`src/logic/proc_params.svh`:
```
// Processor sizing macros
`ifndef PROC_PARAMS_SVH
`define PROC_PARAMS_SVH

// Instruction memory depth in 16-bit words
`define PROC_IMEM_DEPTH 256

// Data memory depth in 16-bit words
`define PROC_DMEM_DEPTH 256

// Architectural register count
`define PROC_NUM_REGS 8

`endif

```
`src/logic/procPkg.sv`:
```
// Processor shared types
package procPkg;

    typedef logic [15:0] wordT;     // Data word, byte address or PC
    typedef logic [2:0]  regIdxT;   // Register index

    // Instruction formats, opcode always in bits 15:11
    //   I1  rs[10:8] rd[7:5] imm5[4:0]           ADDI ANDI LD, ST stores rd
    //   I2  rs[10:8] imm8[7:0]                   LBI writes rs, BEQZ BNEZ test rs
    //   R   rs[10:8] rt[7:5] rd[4:2] funct[1:0]  00 ADD, 01 SUB, 10 XOR, 11 AND
    //   J   disp11[10:0]
    typedef enum logic [4:0] {
        OpHalt = 5'b00000,
        OpNop  = 5'b00001,
        OpJ    = 5'b00100,
        OpAddi = 5'b01000,
        OpAndi = 5'b01011,
        OpBeqz = 5'b01100,
        OpBnez = 5'b01101,
        OpSt   = 5'b10000,
        OpLd   = 5'b10001,
        OpLbi  = 5'b11000,
        OpAlu  = 5'b11011
    } opcodeT;

    typedef enum logic [2:0] {
        AluAdd   = 3'd0,
        AluSub   = 3'd1,   // rs minus operand B
        AluAnd   = 3'd2,
        AluXor   = 3'd3,
        AluPassB = 3'd4    // Immediate straight through
    } aluOpT;

    typedef struct packed {
        logic   regWrite;
        regIdxT destReg;
        aluOpT  aluOp;
        logic   useImm;          // Operand B from imm instead of rt
        logic   memRead;
        logic   memWrite;
        logic   branchZero;
        logic   branchNotZero;
        logic   jump;
        logic   halt;
        logic   illegal;
    } ctrlT;

    typedef struct packed {
        logic valid;
        wordT pc;
        wordT instr;
    } ifIdT;

    typedef struct packed {
        logic valid;
        ctrlT ctrl;
        wordT pc;
        wordT rsVal;
        wordT rtVal;
        wordT imm;
    } idExT;

    typedef struct packed {
        logic valid;
        ctrlT ctrl;
        wordT aluOut;
        wordT storeData;
    } exMemT;

    typedef struct packed {
        logic valid;
        ctrlT ctrl;
        wordT aluOut;
        wordT memData;
    } memWbT;

    typedef struct packed {
        logic   valid;
        regIdxT dest;
        wordT   data;
    } commitT;

endpackage

```
`src/logic/regFile.sv`:
```
// Register file
`timescale 1ns/1ps
`include "proc_params.svh"

module regFile (
    input  logic            clk,
    input  logic            rstN,
    input  procPkg::regIdxT rsIdx,
    input  procPkg::regIdxT rtIdx,
    input  logic            we,       // Writeback strobe
    input  procPkg::regIdxT wrIdx,
    input  procPkg::wordT   wrData,
    output procPkg::wordT   rsVal,
    output procPkg::wordT   rtVal
);
    import procPkg::*;

    wordT regs [`PROC_NUM_REGS];
    logic rsHit;
    logic rtHit;

    always_ff @(posedge clk or negedge rstN) begin
        if (!rstN) begin
            for (int i = 0; i < `PROC_NUM_REGS; i++) begin
                regs[i] <= '0;           // All registers start at zero
            end
        end else if (we) begin
            regs[wrIdx] <= wrData;
        end
    end

    // Same-cycle write seen by decode
    assign rsHit = we && (wrIdx == rsIdx);
    assign rtHit = we && (wrIdx == rtIdx);

    assign rsVal = rsHit ? wrData : regs[rsIdx];
    assign rtVal = rtHit ? wrData : regs[rtIdx];

endmodule

```
`config.mk`:
```
export PLATFORM = sky130hd
export DESIGN_NAME = regFile
export DESIGN_NICKNAME = d
export VERILOG_FILES = /design/src/logic/procPkg.sv /design/src/logic/regFile.sv
export VERILOG_INCLUDE_DIRS = /design/src /design/src/logic
export SDC_FILE = /design/constraint.sdc
export NUM_CORES = 1
export LEC_CHECK = 0
export ABC_CLOCK_PERIOD_IN_PS = 2200
export BUFFER_PORTS_ARGS = -buffer_cell sky130_fd_sc_hd__buf_2
export CAP_MARGIN = 10
export CELL_PAD_IN_SITES_DETAIL_PLACEMENT = 1
export CELL_PAD_IN_SITES_GLOBAL_PLACEMENT = 1
export CORE_MARGIN = 2
export CORE_UTILIZATION = 52
export CTS_CLUSTER_DIAMETER = 60
export CTS_CLUSTER_SIZE = 14
export DETAILED_ROUTE_END_ITERATION = 10
export PLACE_DENSITY_LB_ADDON = 0.1
export SLEW_MARGIN = 0
export SYNTH_ARGS = -nofsm -noshare
export SYNTH_HDL_FRONTEND = slang
export SYNTH_SLANG_ARGS = --single-unit
```
`constraint.sdc`:
```
create_clock -name clk -period 2.2 [get_ports clk]
set_input_delay 0.22 -clock clk [delete_from_list [all_inputs] [get_ports clk]]
set_output_delay 0.22 -clock clk [all_outputs]
set_load 0.01 [all_outputs]
```
==> qor.yml <==
power:
  worst_ir_drop_vdd_mv: 0.7146
  pwr-share-clk: 0.323
  switching_power_mw: 2.427
  p_per_area_nw_per_um2: 981.4
  switching_share: 0.2745
  cellLeakagePower_nw: 3.935
  p_comb_frac: 0.301
  intPower_mw: 6.413
  seq_power_share: 0.376
  p_total_mw: 8.840
cts:
  path_clk_slew_ns: 0.06
  htreeDepth: 4
  clk-insertion-delay-late_ns: 0.42
  clock_path_buffers: 2
  cts_tree: "done"
  cts_buffers: 17
  root_buffer: "clkbuf_16"
  cts_sinks: 128
sta:
  slew_headroom: 0.7163
  worst_pin_slew_ns: 0.4256
  setup_ws_ns: -0.09078
  grt_setup_unrepaired: "yes"
  tns_ns: -0.2147
  drv_slew: 0
  fin_crit_sh: 1.041
  whs_ns: 0.1634
  hold_viol_final: 0
  setup_viol: 9
  max_freq_ghz: 0.4365
  fin_crit_ns: 2.291
  skew_ns: 0
final_layout:
  diodes: 0
  drive_gt1_frac: 0.7339
  layout_commonest_cell: "mux2_2"
  stdcell_area_um2: 9007
  areaGrowthSynthToFinish_pct: 19.56
  regMostFlops: "regs"
  final_cell_mix: "mux2_2 (136), dfrtp_1 (128), mux4_2 (62)"
  nets: 560
  reg_top3: "regs x128"
  largest_reg_flops: 128
routing:
  viasPerCell: 6.403
  wl_per_cell_um: 27.83
  drtAntennaViolNets: 0
  drt_first_pass_iters: 4
  vias: 4642
  routed_wl_um: 20180
  dr.first_iter.drc_count: 274
  drc: 0
critical_path:
  crit_required_ns: 1.98
  setup.worst_path.class: "flop to primary output"
  cp.arrival_ns: 2.07
  crit_fanout: 3
  endpoint_kind: "primary output"
  startpoint: "regs[71]"
  reg2reg_slack_ns: 1.12
  reg2reg_from: "regs[71]"
  cp-start-kind: "flop"
floorplanning:
  dieArea_um2: 15470
  fp.dieH_um: 124.4
  start_util: 0.5365
  die_w_um: 124.4
  core.rowCount: 43
  io-pin-count: 60
  core_area_um2: 14040
place:
  hpwl_um: 12200
  numPortBuffers: 59
  gp_congestion: 0.7637
  place_ws_ns: 0.09663
  dpl_cell_area_um2: 8117
global_routing:
  grt_max_degree: 45
  grt_pass1_wl_um: 32110
  antenna_found_initial: 0
  grt_use_total: 0.2756
  grt_pass1_vias: 5299
  overflow: 0
min_path:
  hp-class: "input port to flop"
  hp-start: "wrData[3]"
synthesis:
  syn_area_per_cell_um2: 16.67
  yosysWarnings: 0
  netlist_area_um2: 7533
  ys_ff_latch: 128
  seq_area_frac_synth: 0.4252
  synth.net_count: 480
  synth_cells: 452
  ys_types: 16
run:
  drv_cap: 0
run_status:
  violations: "setup timing"
  status: "finished with violations"
-- routing by layer --
layer | up-vias | global-route usage | part of all wire
li1 | 1918 | - | -
met1 | 2530 | 0.3641 | 0.43
met2 | 155 | 0.4574 | 0.50
met3 | 39 | 0.05241 | 0.043
met4 | 0 | 0.09980 | 0.026
met5 | - | 0 | 0
-- metrics by stage --
| stage | util | cells |
|---|---|---|
| 2_1_floorplan | - | 452 |
| 3_3_place_gp | 0.5780 | 673 |
| 5_1_grt | 0.6415 | 725 |
| 4_1_cts | 0.6357 | 720 |
| 6_report | 0.6415 | 725 |
| 3_5_place_dp | 0.5780 | 673 |
-- logic make-up (layout without fill, tap and decap cells) --
family	after synthesis	count (layout)	synth area share
flip-flops	128	128	0.4252
AND/OR/NAND/NOR	12	12	0.01329
buffers and inverters	50	143	0.03887
multiplexers	256	256	0.5157
XOR/XNOR	6	6	0.006976
-- Yosys cell counts (all sizes together) --
library cell | n | area, um^2
buf | 42 | 262.8
clkbuf | 8 | 30.03
dfrtp | 128 | 3203
mux2 | 192 | 2203
mux4 | 64 | 1682
nand2 | 1 | 3.750
nand2b | 1 | 6.260
nand4 | 3 | 18.77
nand4b | 3 | 26.28
nor3 | 2 | 20.02
nor3b | 2 | 25.02
xnor2 | 6 | 52.55
-- worst max-delay path, cell delays in order, from the launching register on --
cell,delay (ns)
dfrtp_1,0.42
mux4_2,0.53
mux2_4,0.29
mux2_4,0.27
buf_6,0.13
-- path summary, 6_finish.rpt --
path                                  to  depth (start not counted)
worst max register to register  regs[71]                          3
worst max-delay path            rsVal[7]                          4
worst min-delay path            regs[83]                          2
min in group asynchronous       regs[94]                          2
max in group asynchronous       regs[74]                          3
worst min register to register  regs[30]                          1
-- final cells by class --
class / instances / area [um^2]
fillers: 1251 / 5035
multi-input cells: 274 / 3974
flip-flops and latches: 128 / 3203
repair buffers: 111 / 1003
clock buffers: 20 / 466.7
well taps: 180 / 225.2
clock inverters: 12 / 135.1
-- repair_timing --
action	4_1_cts	5_1_grt
hold buffers	1	0
hold endpoints to repair	25	0
resized for setup	123	16
endpoints found under the setup margin	32	32
buffers inserted	14	5
-- power groups by stage --
stage / sequential, mW / clock [mW] / combinational [mW]
2_1_floorplan: 3.12 / 0 / 1.57
3_3_place_gp: 3.21 / 0 / 1.99
3_5_place_dp: 3.28 / 0 / 2.07
4_1_cts: 3.30 / 2.90 / 2.58
5_1_grt: 3.39 / 3.00 / 2.83
6_report: 3.32 / 2.86 / 2.66
(Power assumes the default switching activity.)
