--- src/logic/proc_params.svh ---
// Processor sizing macros
`ifndef PROC_PARAMS_SVH
`define PROC_PARAMS_SVH

// Instruction memory depth in 16-bit words
`define PROC_IMEM_DEPTH 256

// Data memory depth in 16-bit words
`define PROC_DMEM_DEPTH 256

// Architectural register count
`define PROC_NUM_REGS 8

`endif

--- src/logic/procPkg.sv ---
// Processor shared types
package procPkg;

    typedef logic [15:0] wordT;     // Data word, byte address or PC
    typedef logic [2:0]  regIdxT;   // Register index

    // Instruction formats, opcode always in bits 15:11
    //   I1  rs[10:8] rd[7:5] imm5[4:0]           ADDI ANDI LD, ST stores rd
    //   I2  rs[10:8] imm8[7:0]                   LBI writes rs, BEQZ BNEZ test rs
    //   R   rs[10:8] rt[7:5] rd[4:2] funct[1:0]  00 ADD, 01 SUB, 10 XOR, 11 AND
    //   J   disp11[10:0]
    typedef enum logic [4:0] {
        OpHalt = 5'b00000,
        OpNop  = 5'b00001,
        OpJ    = 5'b00100,
        OpAddi = 5'b01000,
        OpAndi = 5'b01011,
        OpBeqz = 5'b01100,
        OpBnez = 5'b01101,
        OpSt   = 5'b10000,
        OpLd   = 5'b10001,
        OpLbi  = 5'b11000,
        OpAlu  = 5'b11011
    } opcodeT;

    typedef enum logic [2:0] {
        AluAdd   = 3'd0,
        AluSub   = 3'd1,   // rs minus operand B
        AluAnd   = 3'd2,
        AluXor   = 3'd3,
        AluPassB = 3'd4    // Immediate straight through
    } aluOpT;

    typedef struct packed {
        logic   regWrite;
        regIdxT destReg;
        aluOpT  aluOp;
        logic   useImm;          // Operand B from imm instead of rt
        logic   memRead;
        logic   memWrite;
        logic   branchZero;
        logic   branchNotZero;
        logic   jump;
        logic   halt;
        logic   illegal;
    } ctrlT;

    typedef struct packed {
        logic valid;
        wordT pc;
        wordT instr;
    } ifIdT;

    typedef struct packed {
        logic valid;
        ctrlT ctrl;
        wordT pc;
        wordT rsVal;
        wordT rtVal;
        wordT imm;
    } idExT;

    typedef struct packed {
        logic valid;
        ctrlT ctrl;
        wordT aluOut;
        wordT storeData;
    } exMemT;

    typedef struct packed {
        logic valid;
        ctrlT ctrl;
        wordT aluOut;
        wordT memData;
    } memWbT;

    typedef struct packed {
        logic   valid;
        regIdxT dest;
        wordT   data;
    } commitT;

endpackage

--- src/logic/fetchStage.sv ---
// Fetch stage
`timescale 1ns/1ps
`include "proc_params.svh"

module fetchStage (
    input  logic          clk,
    input  logic          rstN,
    input  logic          progWe,        // Program load strobe
    input  procPkg::wordT progAddr,      // Byte address, bit 0 ignored
    input  procPkg::wordT progData,
    input  logic          redirect,      // Taken branch or jump from execute
    input  procPkg::wordT redirectPc,
    input  logic          stop,          // Halt seen in decode
    output procPkg::wordT pc,
    output procPkg::wordT instr
);
    import procPkg::*;

    localparam int IdxW = $clog2(`PROC_IMEM_DEPTH);

    wordT imem [`PROC_IMEM_DEPTH];   // Program store
    wordT pcNext;

    // Redirect wins over stop
    always_comb begin
        if (redirect) begin
            pcNext = redirectPc;
        end else if (stop) begin
            pcNext = pc;                 // Hold after HALT
        end else begin
            pcNext = pc + 16'd2;         // Sequential
        end
    end

    always_ff @(posedge clk or negedge rstN) begin
        if (!rstN) begin
            pc <= '0;
        end else begin
            pc <= pcNext;
        end
    end

    // Load port, usable during reset
    always_ff @(posedge clk) begin
        if (progWe) begin
            imem[progAddr[IdxW:1]] <= progData;
        end
    end

    assign instr = imem[pc[IdxW:1]];     // Async read, word index from PC

endmodule

--- config.mk ---
export PLATFORM = sky130hd
export DESIGN_NAME = fetchStage
export DESIGN_NICKNAME = d
export VERILOG_FILES = /design/src/logic/procPkg.sv /design/src/logic/fetchStage.sv
export VERILOG_INCLUDE_DIRS = /design/src /design/src/logic
export SDC_FILE = /design/constraint.sdc
export NUM_CORES = 2
export LEC_CHECK = 0
export BUFFER_PORTS_ARGS = -buffer_cell sky130_fd_sc_hd__buf_2
export CAP_MARGIN = 20
export CORE_UTILIZATION = 40
export DETAILED_ROUTE_END_ITERATION = 16
export SYNTH_ARGS = -nofsm -noshare
export SYNTH_HDL_FRONTEND = slang
export SYNTH_SLANG_ARGS = --single-unit
--- constraint.sdc ---
create_clock -name clk -period 7.1 [get_ports clk]
set_clock_uncertainty 0.05 [all_clocks]
set_input_delay 1.42 -clock clk [delete_from_list [all_inputs] [get_ports clk]]
set_output_delay 1.42 -clock clk [all_outputs]
set_load 0.01 [all_outputs]
==> impl_metrics.yaml <==
status:
  outcome: "complete, no violations"
floorplanning:
  dieWidth_um: 632
  ios: 85
  rows: 230
  die_area_mm2: 0.399
  coreArea_mm2: 0.393
  start_util: 0.403
  die_h_um: 632
synth:
  synth_top_area_share: 0.776
  synth_area_leaders: "edfxtp_1 (78%), mux4_2 (14%), mux2i_1 (2.1%), nor2_1 (0.73%), clkbuf_1 (0.43%)"
  synth_warnings: 0
  syn_avg_cell_area_um2: 22.4
  syn-num-nets: 7121
  muxShareOfSynthArea: 0.165
  synth-seq-cells: 4112
  synthFlopType: "edfxtp_1"
  synth-async-reset-ratio: 0.00389
  yosys.area_share.simple: 0.0157
  synth_top_family_by_area: "multiplexers"
  synth_compound_area_frac: 0.0247
  synth-seq-area-share: 0.778
  synth_edf_count: 4096
  syn_inst: 7067
  synthAdderAreaFrac: 0.0000789
  synth.distinct_cells: 75
  synth-xor-area-share: 0.000773
  synthesis.area_mm2: 0.159
  synth_top_area_cell: "edfxtp_1"
sta:
  worst_pin_slew_ns: 1.26
  relSlewSlack: 0.161
  hold_viol_final: 0
  setup_viol: 0
  maxSlewViolCount: 0
  fin_crit_ns: 7.02
  whs_ns: 0.312
  finalCritPeriodShare: 0.989
  fmaxAchievable_mhz: 142
  rsz0062_at_grt: "false"
  setup_tns_ns: 0
clock_network:
  cts_buffers: 407
  clk_transition_reported_paths_ns: 0.06
  clkSinkCount: 4112
  tritoncts: "done"
  clock_path_buffers: 4
  worstSkewPairLatency_ns: 0.96
  cts_root_buf: "clkbuf_16"
  htreeDepth: 5
  hold_buffers: 0
drt:
  drt-wirelength-per-cell_um: 34.2
  wl_met2_um: 215000
  top_layer_used: "met5"
  drt_wl_total_um: 451000
  vias: 78717
  route.detailed.drc: 0
  drt-met1-wl_um: 175000
  viasPerCell: 5.97
  final_antenna_net_count: 0
  dr.pass1.iters: 5
  wl_met3_um: 41500
  drt_iter0_drc: 10619
power:
  p_sw_frac: 0.239
  clockPowerShare: 0.390
  p_leak_nw: 56.4
  peakVddDrop_uv: 207
  intPower_mw: 40.6
  pwr-share-seq: 0.503
  power_switching_mw: 12.8
  power_frac_comb: 0.107
  power_density_mw_per_mm2: 294
grt:
  grt_max_degree: 202
  grt_pass1_vias: 77653
  groute.usage.overall: 0.223
  antenna_found_initial: 34
  grt_first_pass_wirelength_um: 625000
  grt-ovfl-total: 0
job:
  drv.max_cap_violation_count: 0
placed_design:
  portBuffers: 76
  post_dp_cell_area_mm2: 0.168
  finalWeightedCongestion: 0.893
  dpl.hpwl_um: 269000
cells_and_area:
  final_util: 0.461
  syn_to_final_growth_pct: 14.4
  design_area_mm2: 0.181
  nets: 7672
  drive_above_1_share: 0.292
critical_path:
  required_ns: 5.63
  crit_path_max_fanout: 62
  crit_type: "reg2out"
  endpoint_kind: "primary output"
  worst-endpoint-arrival_ns: 5.55
  start_kind: "flip-flop"
min_path:
  hp-class: "in2async"
==> Yosys cell counts, types with 7 or more instances <==
| master | instances |
|---|---|
| nand3_1 | 53 |
| edfxtp_1 | 4096 |
| a22o_1 | 9 |
| a221oi_1 | 75 |
| buf_2 | 96 |
| a211oi_1 | 16 |
| buf_1 | 33 |
| a31oi_1 | 14 |
| a2111oi_0 | 8 |
| o21ai_0 | 87 |
| nand2_1 | 140 |
| nand4_1 | 12 |
| buf_4 | 44 |
| buf_6 | 55 |
| o22ai_1 | 53 |
| o211ai_1 | 20 |
| a22oi_1 | 64 |
| dfrtp_1 | 16 |
| mux4_2 | 1011 |
| nor3_1 | 11 |
| buf_8 | 7 |
| nor2_1 | 310 |
| clkbuf_1 | 183 |
| a21oi_1 | 125 |
| o21ai_1 | 17 |
| mux2i_1 | 326 |
| o221ai_1 | 29 |
| xor2_1 | 8 |
| nor2b_1 | 17 |
| and2_1 | 10 |
| mux2_2 | 12 |
==> cells in the final DEF, fill, tap and decap left out, types with 14 or more instances in the layout <==
cell       Yosys  final
a211oi_1      16     16
diode_2        0     23
clkinv_2       0     65
o21ai_1       17     18
o22ai_1       53     53
buf_8          7     38
a221oi_1      75     75
o211ai_1      20     20
clkinv_1       1     98
a21oi_1      125    125
clkbuf_1     183     98
mux2i_1      326    326
o221ai_1      29     29
nor2_2         0    149
edfxtp_1    4096   4096
buf_4         44    388
a31oi_1       14     14
bufinv_16      0     30
nor2_1       310    158
buf_12         5     66
nand3_1       53     43
clkbuf_16      0    411
nand2_1      140    140
o21ai_0       87     86
buf_2         96     60
a22oi_1       64     64
mux4_2      1011   1011
==> cell families (layout without fill, tap and decap cells) <==
| logic type | Yosys count | after routing |
|---|---|---|
| flip-flops | 4112 | 4112 |
| multiplexers | 1349 | 1349 |
| AND/OR/NAND/NOR | 586 | 586 |
| AO/OA/AOI/OAI | 576 | 576 |
| buffers and inverters | 429 | 1306 |
| XOR/XNOR | 14 | 14 |
| adder cells (fa/ha/maj) | 1 | 1 |
| other | 0 | 23 |
==> layer usage <==
layer / GRT usage / up-vias
li1: - / 31186
met1: 0.306 / 42601
met2: 0.357 / 4244
met3: 0.0401 / 684
met4: 0.0884 / 2
met5: 0 / -
==> final cells by class <==
| cell class | count | area, um^2 |
|---|---|---|
| Inverter | 6 | 37.5 |
| Multi-Input combinational cell | 2526 | 33200 |
| Clock buffer | 509 | 10700 |
| Antenna cell | 23 | 57.6 |
| Sequential cell | 4112 | 123000 |
| Clock inverter | 226 | 2050 |
| Fill cell | 32179 | 212000 |
| Timing Repair Buffer | 565 | 5380 |
| Tap cell | 5220 | 6530 |
==> sequential cells by signal, summed over array words and instances (netlist names) <==
name,flops
pc,16
imem,4096
==> power groups by stage <==
stage	clock network (mW)	registers (mW)	logic [mW]
global placement	0	27.4	5.63
CTS	21.1	26.9	5.72
detailed placement	0	27.4	5.68
global route	22.0	26.9	5.90
floorplan	0	27.3	3.15
finish	20.8	26.9	5.72
==> worst paths after layout <==
kind	slack, ns	to	depth (start not counted)	from
max in group asynchronous	6.38	pc[3]	1	rstN
worst max register to register	3.75	pc[11]	10	pc[1]
worst max-delay path	0.08	instr[12]	9	pc[2]
worst min-delay path	0.31	pc[11]	1	rstN
min in group clk	0.46	pc[0]	1	pc[0]
worst min register to register	0.46	pc[0]	1	pc[0]
==> critical path, stage by stage, from the launching register on <==
cell and delay [ns]:
dfrtp_4 1.03, buf_12 0.43, mux4_2 0.41, a22o_1 0.25
a221oi_1 0.51, a32oi_1 0.25, nor4_1 0.61, a211o_1 0.30
nand3_1 0.37, buf_2 0.28
==> per-stage QoR <==
stage	setup WS [ns]	std cells	total power, mW
6_report	0.0775	13187	53.4
5_1_grt	0.0490	13171	54.7
4_1_cts	0.0203	13149	53.7
3_5_place_dp	0.910	12412	33.1
3_3_place_gp	0.904	12392	33.0
2_1_floorplan	2.84	7067	30.4
==> repair_timing <==
item                                    CTS  global route
endpoints found under the setup margin    3             0
gates resized for setup                   1             0
setup buffers                             2             0
No activity file was read; power rests on OpenSTA's default activity.
