--- config.mk ---
export PLATFORM = sky130hd
export DESIGN_NAME = instrDecoder
export DESIGN_NICKNAME = d
export VERILOG_FILES = /design/src/logic/proc_params.svh /design/src/logic/procPkg.sv /design/src/logic/instrDecoder.sv
export SDC_FILE = /design/constraint.sdc
export NUM_CORES = 1
export LEC_CHECK = 0
export ABC_AREA = 1
export BUFFER_PORTS_ARGS = -buffer_cell sky130_fd_sc_hd__buf_2
export CAP_MARGIN = 5
export CORE_AREA = 2 2 39 41
export DETAILED_ROUTE_END_ITERATION = 7
export DIE_AREA = 0 0 41 43
export PLACE_DENSITY_LB_ADDON = 0.15
export SETUP_SLACK_MARGIN = 0.4
export SLEW_MARGIN = 10
export SYNTH_ARGS = -nofsm -noshare
export SYNTH_HDL_FRONTEND = slang
export SYNTH_SLANG_ARGS = --single-unit
--- constraint.sdc ---
create_clock -name vclk -period 4.1
set_input_delay 1.025 -clock vclk [all_inputs]
set_output_delay 1.025 -clock vclk [all_outputs]
set_load 0.01 [all_outputs]
--- src/logic/proc_params.svh ---
// Processor sizing macros
`ifndef PROC_PARAMS_SVH
`define PROC_PARAMS_SVH

// Instruction memory depth in 16-bit words
`define PROC_IMEM_DEPTH 256

// Data memory depth in 16-bit words
`define PROC_DMEM_DEPTH 256

// Architectural register count
`define PROC_NUM_REGS 8

`endif

--- src/logic/procPkg.sv ---
// Processor shared types
package procPkg;

    typedef logic [15:0] wordT;     // Data word, byte address or PC
    typedef logic [2:0]  regIdxT;   // Register index

    // Instruction formats, opcode always in bits 15:11
    //   I1  rs[10:8] rd[7:5] imm5[4:0]           ADDI ANDI LD, ST stores rd
    //   I2  rs[10:8] imm8[7:0]                   LBI writes rs, BEQZ BNEZ test rs
    //   R   rs[10:8] rt[7:5] rd[4:2] funct[1:0]  00 ADD, 01 SUB, 10 XOR, 11 AND
    //   J   disp11[10:0]
    typedef enum logic [4:0] {
        OpHalt = 5'b00000,
        OpNop  = 5'b00001,
        OpJ    = 5'b00100,
        OpAddi = 5'b01000,
        OpAndi = 5'b01011,
        OpBeqz = 5'b01100,
        OpBnez = 5'b01101,
        OpSt   = 5'b10000,
        OpLd   = 5'b10001,
        OpLbi  = 5'b11000,
        OpAlu  = 5'b11011
    } opcodeT;

    typedef enum logic [2:0] {
        AluAdd   = 3'd0,
        AluSub   = 3'd1,   // rs minus operand B
        AluAnd   = 3'd2,
        AluXor   = 3'd3,
        AluPassB = 3'd4    // Immediate straight through
    } aluOpT;

    typedef struct packed {
        logic   regWrite;
        regIdxT destReg;
        aluOpT  aluOp;
        logic   useImm;          // Operand B from imm instead of rt
        logic   memRead;
        logic   memWrite;
        logic   branchZero;
        logic   branchNotZero;
        logic   jump;
        logic   halt;
        logic   illegal;
    } ctrlT;

    typedef struct packed {
        logic valid;
        wordT pc;
        wordT instr;
    } ifIdT;

    typedef struct packed {
        logic valid;
        ctrlT ctrl;
        wordT pc;
        wordT rsVal;
        wordT rtVal;
        wordT imm;
    } idExT;

    typedef struct packed {
        logic valid;
        ctrlT ctrl;
        wordT aluOut;
        wordT storeData;
    } exMemT;

    typedef struct packed {
        logic valid;
        ctrlT ctrl;
        wordT aluOut;
        wordT memData;
    } memWbT;

    typedef struct packed {
        logic   valid;
        regIdxT dest;
        wordT   data;
    } commitT;

endpackage

--- src/logic/instrDecoder.sv ---
// Instruction decoder
`timescale 1ns/1ps

module instrDecoder (
    input  procPkg::wordT instr,
    output procPkg::ctrlT ctrl,
    output procPkg::wordT imm
);
    import procPkg::*;

    opcodeT opcode;
    wordT   imm5;
    wordT   imm8;
    wordT   imm11;

    assign opcode = opcodeT'(instr[15:11]);
    assign imm5   = {{11{instr[4]}}, instr[4:0]};    // I1 format
    assign imm8   = {{8{instr[7]}}, instr[7:0]};     // I2 format
    assign imm11  = {{5{instr[10]}}, instr[10:0]};   // J format

    always_comb begin
        ctrl = '0;                       // No writes, no branch by default
        ctrl.aluOp = AluAdd;
        imm = imm5;
        case (opcode)
            OpHalt: begin
                ctrl.halt = 1'b1;
            end
            OpNop: begin
                ctrl.aluOp = AluAdd;     // Pure bubble
            end
            OpAddi, OpAndi: begin
                ctrl.regWrite = 1'b1;
                ctrl.destReg = instr[7:5];
                ctrl.useImm = 1'b1;
                ctrl.aluOp = (opcode == OpAndi) ? AluAnd : AluAdd;
            end
            OpLbi: begin
                ctrl.regWrite = 1'b1;
                ctrl.destReg = instr[10:8];   // LBI writes its rs field
                ctrl.useImm = 1'b1;
                ctrl.aluOp = AluPassB;
                imm = imm8;
            end
            OpAlu: begin
                ctrl.regWrite = 1'b1;
                ctrl.destReg = instr[4:2];
                case (instr[1:0])
                    2'b00: ctrl.aluOp = AluAdd;
                    2'b01: ctrl.aluOp = AluSub;
                    2'b10: ctrl.aluOp = AluXor;
                    default: ctrl.aluOp = AluAnd;
                endcase
            end
            OpLd: begin
                ctrl.regWrite = 1'b1;
                ctrl.destReg = instr[7:5];
                ctrl.useImm = 1'b1;      // Base plus offset
                ctrl.memRead = 1'b1;
            end
            OpSt: begin
                ctrl.useImm = 1'b1;
                ctrl.memWrite = 1'b1;    // Data from rt field
            end
            OpBeqz: begin
                ctrl.branchZero = 1'b1;
                imm = imm8;
            end
            OpBnez: begin
                ctrl.branchNotZero = 1'b1;
                imm = imm8;
            end
            OpJ: begin
                ctrl.jump = 1'b1;
                imm = imm11;
            end
            default: begin
                ctrl.illegal = 1'b1;     // Unknown opcode traps
                ctrl.halt = 1'b1;
            end
        endcase
    end

endmodule

==> out/metrics.csv, run 1 <==
metric,value,unit
status,"finished, final reports clean",
place_area,657,sq um
min_period_over_period,0.768,
post-cts-setup-buffer-count,0,
grtUsageTotal,0.135,
grt_overflow_total,0,
path_max_fanout,11,
dieHeight,43,um
start_kind,input pin,
drive_above_1_share,0.402,
instances_no_fill,148,
dp_hpwl,1110,um
drc_errors,0,
vias,655,
antenna_found_initial,0,
pre_cts_ws,946,ps
cts_resized,0,
routed-wl-met2,598,um
p_per_area,96.7,nW/um^2
drt-initial-drc-count,7,
syn_area,488,sq um
cp.arrival,2130,ps
seq_area,0,sq um
ys_types,14,
yosysWarnings,0,
routed.top_layer,met3,
dpl.cell_count,148,
cp.required,3070,ps
setup_viol,0,
syn2layout_area_growth,34.6,%
fp-row-count,14,
die_w,41,um
post-route-min-period,3150,ps
grt_pass1_wl,1840,um
worstMarginPinSlew,326,ps
gp_congestion,0.804,
antenna_left,0,
setup_slack,950,ps
finalMaxSlewViolations,0,
first_global_vias,506,
routed_wl,1230,um
fillers,159,
crit_path_end_kind,primary output,
first_pass_iters,4,
die-area,1760,sq um
diodes,0,
avgSynthCellArea,5.08,sq um
hold_class,input pin to primary output,
design.seq.count,0,
setup_tns,0,ps
ir_drop,39.5,uV
wirelength_met1,552,um
slew_headroom,0.783,
initial_core_util,0.353,
final_cell_mix,"buf_2 (47), nand2_1 (27), inv_1 (16), nor2_1 (13), nand3_1 (12)",
syn-num-nets,114,
wl_met3,79,um
ys_seq_area_frac,0,
criticalPathCategory,input pin to primary output,
detail_route.wl_per_cell,8.31,um
rsz0062_at_grt,no,
grt_start_max_net_pins,12,
p_leak,0.507,nW
ctsHoldBuffers,0,
fmax,0.317,GHz
num_io_pins,47,
nets,152,
core-area,1380,sq um
syn-instance-count,96,
fin_area,657,sq um
hold_violations,0,
final_common_cell,buf_2,
drv_cap,0,
vias_per_cell,4.43,
portBuffers,47,
clock_buffers,0,
[synthesized netlist by cell type]
cell type	n	area (sq um)
nand4_2	1	12.5
a21oi_1	3	15.0
nand3_1	12	60.1
inv_1	16	60.1
nor2_2	2	12.5
nand3_2	3	30.0
nor2_1	13	48.8
nand2_1	27	101
nor3_1	2	10.0
nand3b_1	1	7.51
buf_6	1	11.3
buf_4	10	75.1
nand4_1	3	18.8
ha_1	2	25.0
[report_power, final]
part           internal [mW]  total (mW)  switching (mW)  leakage (nW)
Combinational         0.0257      0.0635          0.0378         0.507
Clock                      0           0               0             0
Sequential                 0           0               0             0
Total                 0.0257      0.0635          0.0378         0.507
[worst paths after layout]
check / from / end / slack, ps / cells after the start
worst max-delay path: instr[15] / imm[14] / 950 / 7
worst min-delay path: instr[2] / imm[2] / 2250 / 2
[worst max-delay path, cell delays in order]
cell and delay [ps]:
buf_2 120, inv_1 260, nand4_1 210, nand2_1 160
a21oi_1 80, nand2_1 120, buf_2 150
[through the flow]
step | hold slack (ps) | utilization | power, mW
3_5_place_dp | 2250 | 0.475 | 0.0642
3_3_place_gp | 2250 | 0.475 | 0.0638
4_1_cts | 2250 | 0.475 | 0.0644
5_1_grt | 2260 | 0.475 | 0.0719
6_report | 2250 | 0.475 | 0.0635
2_1_floorplan | 2140 | - | 0.0429
[routing by layer]
layer,global-route usage,vias up
li1,-,367
met1,0.184,268
met2,0.241,20
met3,0,0
met4,0,0
met5,0,-
[layout make-up]
class	instances	area, sq um	area share
inverter	16	60.1	0.0914
tap	16	20.0	0.0305
multi-input combinational	69	342	0.520
timing repair buffer	47	235	0.358
[cells by family after synthesis]
family / count (synthesis) / share of synthesized area
AOI/OAI and AO/OA: 3 / 0.0308
adders and majority gates: 2 / 0.0513
buffers and inverters: 27 / 0.300
and+or+nand+nor: 64 / 0.618
Power figures use the tool's default switching activity.
==> run 2: changes to the inputs <==
--- a/config.mk
+++ b/config.mk
@@ -5,12 +5,12 @@
 export SDC_FILE = /design/constraint.sdc
 export NUM_CORES = 1
 export LEC_CHECK = 0
-export ABC_AREA = 1
+export ABC_AREA = 0
 export BUFFER_PORTS_ARGS = -buffer_cell sky130_fd_sc_hd__buf_2
 export CAP_MARGIN = 5
-export CORE_AREA = 2 2 39 41
+export CORE_MARGIN = 2
+export CORE_UTILIZATION = 42
 export DETAILED_ROUTE_END_ITERATION = 7
-export DIE_AREA = 0 0 41 43
 export PLACE_DENSITY_LB_ADDON = 0.15
 export SETUP_SLACK_MARGIN = 0.4
 export SLEW_MARGIN = 10
==> constraint.sdc (replaced) <==
create_clock -name vclk -period 3.3
set_input_delay 0.825 -clock vclk [all_inputs]
set_output_delay 0.825 -clock vclk [all_outputs]
set_load 0.01 [all_outputs]
==> run 2 against run 1 <==
Net effect:
- cell count fell by 10%
- hold slack worse by 400 ps
- final area up 18%
- sequential cell count did not move
- critical path type unchanged
- critical endpoint is now imm[15]
- largest cell class unchanged
- largest power group unchanged
==> out/metrics.csv, run 2 <==
metric,value,unit,change
initial_core_util,0.458,,was 0.353
dp_hpwl,1200,um,was 1110 um
drive_above_1_share,0.466,,was 0.402
min_period_over_period,0.846,,
drc_errors,0,,unchanged
grtUsageTotal,0.172,,was 0.135
p_leak,0.394,nW,was 0.507 nW
hold_violations,0,,unchanged
p_int,0.0453,mW,was 0.0257 mW
antenna_left,0,,unchanged
vias,717,,was 655
syn-instance-count,87,,was 96
holdCritStartpoint,instr[2],,unchanged
fillers,134,,was 159
syn_area,603,sq um,was 488 sq um
dieHeight,41.9,um,was 43 um
first_global_vias,592,,was 506
start_kind,input pin,,unchanged
cp.arrival,1970,ps,was 2130 ps
slew_headroom,0.764,,was 0.783
pre_cts_ws,378,ps,was 946 ps
grt_overflow_total,0,,unchanged
antenna_found_initial,0,,unchanged
crit_path_end_kind,primary output,,unchanged
design.seq.count,0,,unchanged
grt_start_max_net_pins,21,,was 12
met3_usage,0.0174,,was 0
first_pass_iters,4,,unchanged
p_per_area,134,nW/um^2,was 96.7 nW/um^2
path_max_fanout,18,,was 11
place_area,737,sq um,was 657 sq um
yosysTopAreaCellShare,0.137,,was 0.208
syn-num-nets,105,,was 114
use_met1,0.244,,was 0.184
ctsHoldBuffers,0,,unchanged
synthTopCellsByCount,"buf_4 (11), nand3_1 (6), a21oi_1 (5), inv_1 (5)",,"was nand2_1 (27), inv_1 (16), nor2_1 (13)"
setup_viol,0,,unchanged
setup_slack,507,ps,was 950 ps
worstMarginPinSlew,352,ps,was 326 ps
avgSynthCellArea,6.93,sq um,was 5.08 sq um
criticalPathCategory,input pin to primary output,,unchanged
ys_types,35,,was 14
nets,138,,was 152
ys_seq_area_frac,0,,unchanged
rsz0062_at_grt,no,,unchanged
final_cell_mix,"buf_2 (46), nand3_1 (6), a21oi_1 (5), inv_1 (5)",,"was buf_2 (47), nand2_1 (27), inv_1 (16), nor2_1 (13), nand3_1 (12)"
setup_tns,0,ps,unchanged
switching_share,0.563,,was 0.595
vias_per_cell,5.39,,was 4.43
pwr-share-clk,0,,about the same
core-area,1320,sq um,was 1380 sq um
die_w,41.9,um,was 41 um
top_usage_layer,met2,,unchanged
critPathLaunch,instr[15],,unchanged
final_common_cell,buf_2,,unchanged
grt_use_met2,0.294,,was 0.241
hold_class,input pin to primary output,,unchanged
yosys.area.top_type,buf_4,,was nand2_1
synthTopCellsByArea,"buf_4 (14%), nand3_1 (5.0%), nand3b_1 (5.0%)",,"was nand2_1 (21%), buf_4 (15%), nand3_1 (12%)"
combPwrFrac,1.000,,about the same
status,"finished, final reports clean",,unchanged
detail_route.wl_per_cell,11.9,um,was 8.31 um
totalPowerFinal,0.104,mW,was 0.0635 mW
fin_area,774,sq um,was 657 sq um
die-area,1760,sq um,about the same
hold_slack,1850,ps,was 2250 ps
fmax,0.358,GHz,
drt-initial-drc-count,10,,was 7
syn2layout_area_growth,28.4,%,was 34.6%
portBuffers,47,,unchanged
synth_most_common_cell,buf_4,,was nand2_1
routed_wl,1580,um,was 1230 um
switching_power,0.0585,mW,was 0.0378 mW
drv_cap,0,,unchanged
gp_congestion,0.823,,was 0.804
grt_pass1_wl,2570,um,was 1840 um
seqPwrFrac,0,,about the same
finalMaxSlewViolations,0,,unchanged
clock_buffers,0,,unchanged
diodes,0,,unchanged
ir_drop,82.8,uV,was 39.5 uV
yosysWarnings,0,,unchanged
num_io_pins,47,,unchanged
post-route-min-period,2790,ps,
fp-row-count,13,,was 14
seq_area,0,sq um,unchanged
cp.required,2470,ps,was 3070 ps
==> run 2: changes by cell type after synthesis, sizes merged, moves of 4 or more <==
cell,previous run,this run
nor2,15,4
nor2b,0,4
inv,16,5
nand3,15,6
nand2,27,3
buf,11,16
o211ai,0,4
==> run 2: stage by stage <==
step | utilization | cells
4_1_cts | 0.564 | 132
6_report | 0.588 | 133
5_1_grt | 0.588 | 133
3_5_place_dp | 0.559 | 132
3_3_place_gp | 0.559 | 132
2_1_floorplan | - | 87
==> run 2: worst paths after layout <==
path,endpoint,slack (ps),cells past startpoint
worst max-delay path,imm[15],510,5
worst min-delay path,imm[2],1850,2
==> run 2: worst max-delay path, cell delays in order <==
cell and delay, ps:
clkbuf_4 230, nor3b_4 250, nand3b_1 260, nand4_1 210, buf_2 200
==> run 2: cells by family (layout without fill, tap and decap cells) <==
group	count (synthesis)	in the layout	share of synthesized area
mux	1	1	0.0166
compound gates	20	20	0.237
fa+ha+maj	2	2	0.0415
xor+xnor	1	1	0.0145
buf+inv	23	54	0.243
simple gates	40	40	0.448
==> run 2: what timing repair did <==
action                                  in CTS  in global routing
buffers inserted                             0                  1
endpoints found under the hold margin        0                  0
pin swaps                                    0                  0
endpoints found under the setup margin       6                 12
resized for setup                            1                  5
==> run 2: metal layers <==
layer  part of all wire  vias to the layer above  routed length (um)
met5                  0                        -                   0
met4                  0                        0                   0
met3              0.070                        0                 111
met2               0.47                       28                 741
met1               0.46                      317                 726
li1                   -                      372                   -
==> run 2: area by class of cell <==
class | instances | area [sq um] | share of cell area
inverter | 5 | 18.8 | 0.0242
multi-input combinational | 64 | 484 | 0.625
timing repair buffer | 49 | 253 | 0.326
tap | 15 | 18.8 | 0.0242
==> run 2: power by group through the flow <==
stage	sequential, mW	clock [mW]	combinational [mW]
floorplan	0	0	0.0748
global placement	0	0	0.0982
detailed placement	0	0	0.0993
CTS	0	0	0.101
global route	0	0	0.116
finish	0	0	0.104
