`config.mk`:
```
export PLATFORM = sky130hd
export DESIGN_NAME = aluUnit
export DESIGN_NICKNAME = d
export VERILOG_FILES = /design/src/logic/proc_params.svh /design/src/logic/procPkg.sv /design/src/logic/aluUnit.sv
export SDC_FILE = /design/constraint.sdc
export NUM_CORES = 1
export LEC_CHECK = 0
export BUFFER_PORTS_ARGS = -buffer_cell sky130_fd_sc_hd__clkbuf_2
export CAP_MARGIN = 20
export CELL_PAD_IN_SITES_DETAIL_PLACEMENT = 1
export CELL_PAD_IN_SITES_GLOBAL_PLACEMENT = 2
export CORE_ASPECT_RATIO = 1.5
export CORE_MARGIN = 2
export CORE_UTILIZATION = 28
export DETAILED_ROUTE_END_ITERATION = 10
export GPL_TIMING_DRIVEN = 1
export PLACE_DENSITY_LB_ADDON = 0.1
export SLEW_MARGIN = 5
export SYNTH_ARGS = -nofsm -noshare
export SYNTH_HDL_FRONTEND = slang
export SYNTH_SLANG_ARGS = --single-unit
```
`constraint.sdc`:
```
create_clock -name vclk -period 4.75
set_input_delay 0.475 -clock vclk [all_inputs]
set_output_delay 0.475 -clock vclk [all_outputs]
set_load 0.02 [all_outputs]
```
`src/logic/proc_params.svh`:
```
// Processor sizing macros
`ifndef PROC_PARAMS_SVH
`define PROC_PARAMS_SVH

// Instruction memory depth in 16-bit words
`define PROC_IMEM_DEPTH 256

// Data memory depth in 16-bit words
`define PROC_DMEM_DEPTH 256

// Architectural register count
`define PROC_NUM_REGS 8

`endif

```
`src/logic/procPkg.sv`:
```
// Processor shared types
package procPkg;

    typedef logic [15:0] wordT;     // Data word, byte address or PC
    typedef logic [2:0]  regIdxT;   // Register index

    // Instruction formats, opcode always in bits 15:11
    //   I1  rs[10:8] rd[7:5] imm5[4:0]           ADDI ANDI LD, ST stores rd
    //   I2  rs[10:8] imm8[7:0]                   LBI writes rs, BEQZ BNEZ test rs
    //   R   rs[10:8] rt[7:5] rd[4:2] funct[1:0]  00 ADD, 01 SUB, 10 XOR, 11 AND
    //   J   disp11[10:0]
    typedef enum logic [4:0] {
        OpHalt = 5'b00000,
        OpNop  = 5'b00001,
        OpJ    = 5'b00100,
        OpAddi = 5'b01000,
        OpAndi = 5'b01011,
        OpBeqz = 5'b01100,
        OpBnez = 5'b01101,
        OpSt   = 5'b10000,
        OpLd   = 5'b10001,
        OpLbi  = 5'b11000,
        OpAlu  = 5'b11011
    } opcodeT;

    typedef enum logic [2:0] {
        AluAdd   = 3'd0,
        AluSub   = 3'd1,   // rs minus operand B
        AluAnd   = 3'd2,
        AluXor   = 3'd3,
        AluPassB = 3'd4    // Immediate straight through
    } aluOpT;

    typedef struct packed {
        logic   regWrite;
        regIdxT destReg;
        aluOpT  aluOp;
        logic   useImm;          // Operand B from imm instead of rt
        logic   memRead;
        logic   memWrite;
        logic   branchZero;
        logic   branchNotZero;
        logic   jump;
        logic   halt;
        logic   illegal;
    } ctrlT;

    typedef struct packed {
        logic valid;
        wordT pc;
        wordT instr;
    } ifIdT;

    typedef struct packed {
        logic valid;
        ctrlT ctrl;
        wordT pc;
        wordT rsVal;
        wordT rtVal;
        wordT imm;
    } idExT;

    typedef struct packed {
        logic valid;
        ctrlT ctrl;
        wordT aluOut;
        wordT storeData;
    } exMemT;

    typedef struct packed {
        logic valid;
        ctrlT ctrl;
        wordT aluOut;
        wordT memData;
    } memWbT;

    typedef struct packed {
        logic   valid;
        regIdxT dest;
        wordT   data;
    } commitT;

endpackage

```
`src/logic/aluUnit.sv`:
```
// Execute ALU and branch unit
`timescale 1ns/1ps

module aluUnit (
    input  procPkg::idExT idEx,
    output procPkg::wordT aluOut,
    output logic          takeBranch,   // Redirect request
    output procPkg::wordT target        // PC plus 2 plus displacement
);
    import procPkg::*;

    wordT opB;
    logic rsZero;
    logic condMet;

    assign opB = idEx.ctrl.useImm ? idEx.imm : idEx.rtVal;

    always_comb begin
        case (idEx.ctrl.aluOp)
            AluAdd: begin
                aluOut = idEx.rsVal + opB;     // Also LD/ST address
            end
            AluSub: begin
                aluOut = idEx.rsVal - opB;
            end
            AluAnd: begin
                aluOut = idEx.rsVal & opB;
            end
            AluXor: begin
                aluOut = idEx.rsVal ^ opB;
            end
            AluPassB: begin
                aluOut = opB;                  // LBI
            end
            default: begin
                aluOut = '0;
            end
        endcase
    end

    // Zero test on rs for BEQZ and BNEZ
    assign rsZero = (idEx.rsVal == '0);

    assign condMet = idEx.ctrl.jump
                   | (idEx.ctrl.branchZero & rsZero)
                   | (idEx.ctrl.branchNotZero & ~rsZero);

    assign takeBranch = idEx.valid & condMet;   // Bubbles never redirect

    assign target = idEx.pc + 16'd2 + idEx.imm;

endmodule

```
==> results of run 1 <==
==> synth_stat cells (2+ instances only) <==
cell type	count	area, um2
inv_2	2	7.510
a41oi_1	4	35.03
nor3_1	13	65.06
nor4_1	6	37.54
o21a_1	7	52.55
nand2_1	21	78.83
clkbuf_1	7	26.28
xnor2_1	26	227.7
ha_1	61	763.2
and3_1	4	25.02
nor2_1	18	67.56
o21ai_0	5	25.02
nand3_1	3	15.01
mux2i_2	4	55.05
fa_1	2	40.04
a211oi_1	2	15.01
a21boi_1	3	22.52
xor2_1	10	87.58
nand4_1	3	18.77
buf_2	2	10.01
o2111ai_1	2	17.52
nor2b_1	6	37.54
a21o_1	11	82.58
o22a_1	3	26.28
o21ai_1	16	80.08
o221ai_1	7	61.31
nand2b_1	2	12.51
mux2_2	4	45.04
inv_1	30	112.6
a31oi_1	4	25.02
or2_1	2	12.51
o22ai_1	6	37.54
o21bai_1	3	22.52
a21oi_1	22	110.1
mux2i_1	26	260.3
==> power by group <==
group          switching, uW  internal (uW)
combinational            356            253
sequential                 0              0
clock                      0              0
total                    356            253
==> cells in the final DEF (no fill, tap or decap), types with 4 or more instances in the layout <==
master    count
clkbuf_2    105
a31oi_1       4
nor3_1       13
xnor2_1      26
a21oi_1      22
nand2_1      21
mux2i_2       4
xor2_1       10
o22ai_1       6
buf_4        10
nor4_1        6
nor2b_1       6
o21a_1        7
a21o_1       11
o21ai_0       5
a41oi_1       4
o21ai_1      16
inv_1        30
and3_1        4
mux2_2        4
nor2_1       18
ha_1         61
mux2i_1      26
o221ai_1      7
==> per-stage QoR <==
stage | total power (uW) | setup WS [ns] | instance area (um2) | cells
6_report | 608.8 | 0.4185 | 3516 | 591
5_1_grt | 679.6 | 0.1028 | 3516 | 591
4_1_cts | 617.6 | 0.3759 | 3516 | 591
3_5_place_dp | 614.5 | 0.3740 | 3516 | 591
3_3_place_gp | 604.9 | 0.4090 | 3516 | 591
2_1_floorplan | 427.5 | 0.4701 | 2840 | 371
==> how the worst max path moves through the flow <==
| stage | to | depth (start not counted) |
|---|---|---|
| final | aluOut[11] | 16 |
| after global placement | aluOut[15] | 16 |
| after global routing | aluOut[11] | 16 |
| after CTS | aluOut[11] | 16 |
| after detailed placement | aluOut[11] | 16 |
| after floorplan | aluOut[11] | 17 |
==> critical path, stage by stage <==
cell and delay, ns:
clkbuf_2 0.27, buf_4 0.25, mux2i_2 0.34, inv_2 0.10
or2_1 0.30, o21ai_1 0.17, xnor2_1 0.15, ha_1 0.30
and2_1 0.22, a21oi_1 0.15, o21ai_1 0.10, a221o_1 0.37
a21o_1 0.21, xnor2_1 0.12, o21ai_1 0.12, clkbuf_2 0.19
==> per-layer routing <==
metal / vias to the layer above / part of all wire, % / global-route usage, %
li1: 1586 / - / -
met1: 1436 / 44 / 22.00
met2: 66 / 53 / 33.56
met3: 6 / 2.3 / 0.3876
met4: 0 / 1.0 / 1.563
met5: - / 0 / 0
==> cell type report <==
type / count / area share [%]
repair buffers: 115 / 17.08
inverters: 32 / 3.416
well taps: 117 / 4.164
multi-input cells: 327 / 75.34
==> cells by family after synthesis <==
family                   share of synthesized area, %
AO/OA/AOI/OAI                                   24.05
XOR/XNOR                                        11.10
adder cells (fa/ha/maj)                         28.28
buffers and inverters                           6.740
multiplexers                                    13.88
AND/OR/NAND/NOR                                 15.95
==> results.py, run 1 <==
metrics = {
    "status": {
        "status": "complete, no violations",
    },
    "setup_path": {
        "worstSetupPathType": "input port to output port",
        "cp-start-kind": "input port",
        "worstPathRequired_ns": 4.28,
        "end_kind": "output port",
        "crit_arrival_ns": 3.86,
        "startpoint": "idEx[71]",
        "crit_fanout": 12,
    },
    "detailed_routing": {
        "drt_first_pass_iters": 4,
        "drc_errors": 0,
        "ant_nets": 0,
        "wirelength_mm": 9.720,
        "vias": 3094,
        "wl_per_cell_um": 16.45,
        "viasPerCell": 5.235,
        "drt_iter0_drc": 39,
    },
    "hold_path": {
        "hp-class": "input port to output port",
        "whs_endpoint": "takeBranch",
        "worstHoldStart": "idEx[79]",
        "hold_path_depth": 3,
    },
    "layout": {
        "nClkBuffers": 0,
        "drive_above_1_share_pct": 27.43,
        "antenna_cells": 0,
        "areaGrowthSynthToFinish_pct": 23.79,
        "finalNetCount": 619,
        "fill_cells": 1271,
        "seq_area_um2": 0,
        "seq_cells": 0,
        "multiInputGateArea_mm2": 0.002649,
        "finish.utilization_pct": 35.08,
    },
    "sta": {
        "hold_viol": 0,
        "period_minus_slack_ns": 4.331,
        "setup_tns_ns": 0,
        "rsz0062_at_grt": "no",
        "slew_viol_final": 0,
        "setup_viol": 0,
        "timing.fmax_ghz": 0.2309,
        "worstMarginPinSlew_ns": 0.5699,
        "hold_slack_ns": 1.267,
        "relSlewSlack_pct": 61.92,
        "fin_crit_sh_pct": 91.19,
    },
    "place": {
        "place_hpwl_mm": 8.712,
        "place_congestion": 0.8234,
        "numPortBuffers": 105,
    },
    "yosys": {
        "synth_warnings": 0,
        "syn_nets": 514,
        "avgSynthCellArea_um2": 7.656,
        "ys_types": 59,
        "syn_area_mm2": 0.002840,
        "seq_area_frac_synth_pct": 0,
        "syn_inst": 371,
    },
    "clocking": {
        "post_cts_buffers": 0,
        "hold_buffers": 0,
        "cts_resized": 0,
    },
    "floorplanning": {
        "die_w_um": 86.24,
        "dieArea_mm2": 0.01098,
        "initial_utilization_pct": 28.34,
        "io_pins": 113,
        "core_mm2": 0.01002,
        "rows": 45,
        "dieHeight_um": 127.4,
    },
    "grt": {
        "grt_first_pass_wirelength_mm": 15.68,
        "antenna_found_initial": 0,
        "grt_use_total_pct": 17.39,
        "grt_pass1_vias": 3247,
        "overflow": 0,
        "grt_max_degree": 14,
    },
    "power_and_ir_drop": {
        "pwr_density_cell_mw_per_mm2": 173.2,
        "p_leak_uw": 0.001859,
        "peakVddDrop_mv": 0.05131,
    },
    "job": {
        "max-cap-violations": 0,
    },
}
(Power assumes the default switching activity.)
==> inputs of run 2 (changes only) <==
--- a/config.mk
+++ b/config.mk
@@ -15,6 +15,7 @@
 export DETAILED_ROUTE_END_ITERATION = 10
 export GPL_TIMING_DRIVEN = 1
 export PLACE_DENSITY_LB_ADDON = 0.1
+export REMOVE_ABC_BUFFERS = 1
 export SLEW_MARGIN = 5
 export SYNTH_ARGS = -nofsm -noshare
 export SYNTH_HDL_FRONTEND = slang
==> run 2 against run 1 <==
Net effect:
- hold slack worse by 0.010 ns
- flip-flop and latch count stayed put
- first-iteration DRC count is 15% lower
- combinational power is 0.8% higher
- largest cell class unchanged
- die area stayed put
- critical path type unchanged
- wire length is 4.1% higher
- via count is 2.3% higher
- critical path depth stayed put
- sequential share of layout area stayed put
==> results.py, run 2 (synthesis gave the netlist of run 1 again) <==
metrics = {
    "status": {
        "status": "complete, no violations",
    },
    "clocking": {
        "cts_resized": 0,
        "hold_buffers": 0,
        "post_cts_buffers": 0,
    },
    "sta": {
        "period_minus_slack_ns": 4.359,
        "worstMarginPinSlew_ns": 0.7147,
        "timing.fmax_ghz": 0.2294,
        "fin_crit_sh_pct": 91.77,
        "slew_viol_final": 0,
        "relSlewSlack_pct": 51.92,
        "hold_viol": 0,
        "setup_tns_ns": 0,
        "rsz0062_at_grt": "no",
        "setup_viol": 0,
    },
    "grt": {
        "grt_use_total_pct": 18.17,
        "overflow": 0,
        "grt_pass1_vias": 3300,
        "grt_first_pass_wirelength_mm": 16.37,
        "antenna_found_initial": 0,
        "grt_max_degree": 19,
    },
    "detailed_routing": {
        "drc_errors": 0,
        "drt_iter0_drc": 33,
        "viasPerCell": 5.354,
        "wirelength_mm": 10.12,
        "vias": 3164,
        "ant_nets": 0,
        "drt_first_pass_iters": 4,
        "wl_per_cell_um": 17.12,
    },
    "setup_path": {
        "cp_slowest_cell": "a221o_1",
        "max_stage_delay_ns": 0.38,
        "cp-start-kind": "input port",
        "crit_path_cell_trace": "clkbuf_2 -> mux2i_1 -> ha_1 -> o211ai_1 -> or2_1 -> o21ai_1 -> xnor2_1 -> ha_1 -> and2_1 -> a21oi_1 -> o21ai_1 -> a221o_1 -> a21o_1 -> xnor2_1 -> o21ai_1 -> clkbuf_2",
        "worstSetupPathType": "input port to output port",
        "crit_arrival_ns": 3.88,
        "end_kind": "output port",
        "crit_top_cell": "o21ai_1",
        "worstPathRequired_ns": 4.28,
        "crit_fanout": 11,
    },
    "floorplanning": {
        "io_pins": 113,
        "core_mm2": 0.01002,
        "initial_utilization_pct": 28.34,
        "die_w_um": 86.24,
        "dieArea_mm2": 0.01098,
        "dieHeight_um": 127.4,
        "rows": 45,
    },
    "layout": {
        "areaGrowthSynthToFinish_pct": 23.79,
        "seq_cells": 0,
        "finalNetCount": 619,
        "layout_commonest_cell": "clkbuf_2",
        "final_cell_mix": "105 x clkbuf_2, 61 x ha_1, 30 x inv_1",
        "fill_cells": 1291,
        "instances_no_fill": 591,
        "drive_above_1_share_pct": 27.43,
        "antenna_cells": 0,
        "nClkBuffers": 0,
        "final_area_mm2": 0.003516,
        "seq_area_um2": 0,
    },
    "place": {
        "numPortBuffers": 105,
        "place_hpwl_mm": 8.942,
        "place_area_mm2": 0.003516,
        "place_congestion": 0.8164,
        "placedCellCount": 591,
    },
    "job": {
        "max-cap-violations": 0,
    },
    "power_and_ir_drop": {
        "pwr_density_cell_mw_per_mm2": 174.5,
        "p_leak_uw": 0.001859,
        "peakVddDrop_mv": 0.06132,
    },
    "hold_path": {
        "hp-class": "input port to output port",
        "worstHoldStart": "idEx[79]",
        "hold_path_depth": 3,
        "whs_endpoint": "takeBranch",
    },
}
[run 2: worst max-delay path by stage]
stage | from | end | slack [ns] | depth (start not counted)
3_3_place_gp | idEx[71] | aluOut[11] | 0.44 | 16
3_5_place_dp | idEx[71] | aluOut[11] | 0.38 | 16
6_report | idEx[71] | aluOut[11] | 0.39 | 16
5_1_grt | idEx[71] | aluOut[11] | 0.07 | 16
2_1_floorplan | idEx[71] | aluOut[11] | 0.99 | 14
4_1_cts | idEx[71] | aluOut[11] | 0.37 | 16
[run 2: routing by layer]
| metal | up-vias | global-route usage, % | share of wire, % |
|---|---|---|---|
| met5 | - | 0 | 0 |
| met4 | 0 | 1.287 | 0.91 |
| met3 | 4 | 0.6460 | 3.2 |
| met2 | 59 | 36.48 | 55 |
| met1 | 1514 | 21.76 | 41 |
| li1 | 1587 | - | - |
[run 2: through the flow]
step | hold WS, ns | util [%] | power [uW] | setup WS, ns
2_1_floorplan | 1.083 | - | 415.2 | 0.9934
3_3_place_gp | 1.258 | 35.08 | 605.7 | 0.4363
3_5_place_dp | 1.259 | 35.08 | 617.1 | 0.3798
4_1_cts | 1.260 | 35.08 | 620.7 | 0.3681
5_1_grt | 1.278 | 35.08 | 684.2 | 0.06557
6_report | 1.257 | 35.08 | 613.5 | 0.3911
[run 2: layout make-up]
class                           count  area [um2]  area share [%]
Timing Repair Buffer              115       600.6           17.08
Multi-Input combinational cell    327        2649           75.34
Tap cell                          117       146.4           4.164
Inverter                           32       120.1           3.416
[run 2: worst max-delay path, delay by kind of cell]
kind / cells / cell delay [ns]
simple gates: 2 / 0.50
xor+xnor: 2 / 0.29
compound gates: 7 / 1.27
mux: 1 / 0.32
buf+inv: 2 / 0.44
fa+ha+maj: 2 / 0.56
[run 2: power by group]
part | leakage [uW] | internal (uW) | switching [uW]
clock network | 0 | 0 | 0
logic | 0.00186 | 254 | 359
registers | 0 | 0 | 0
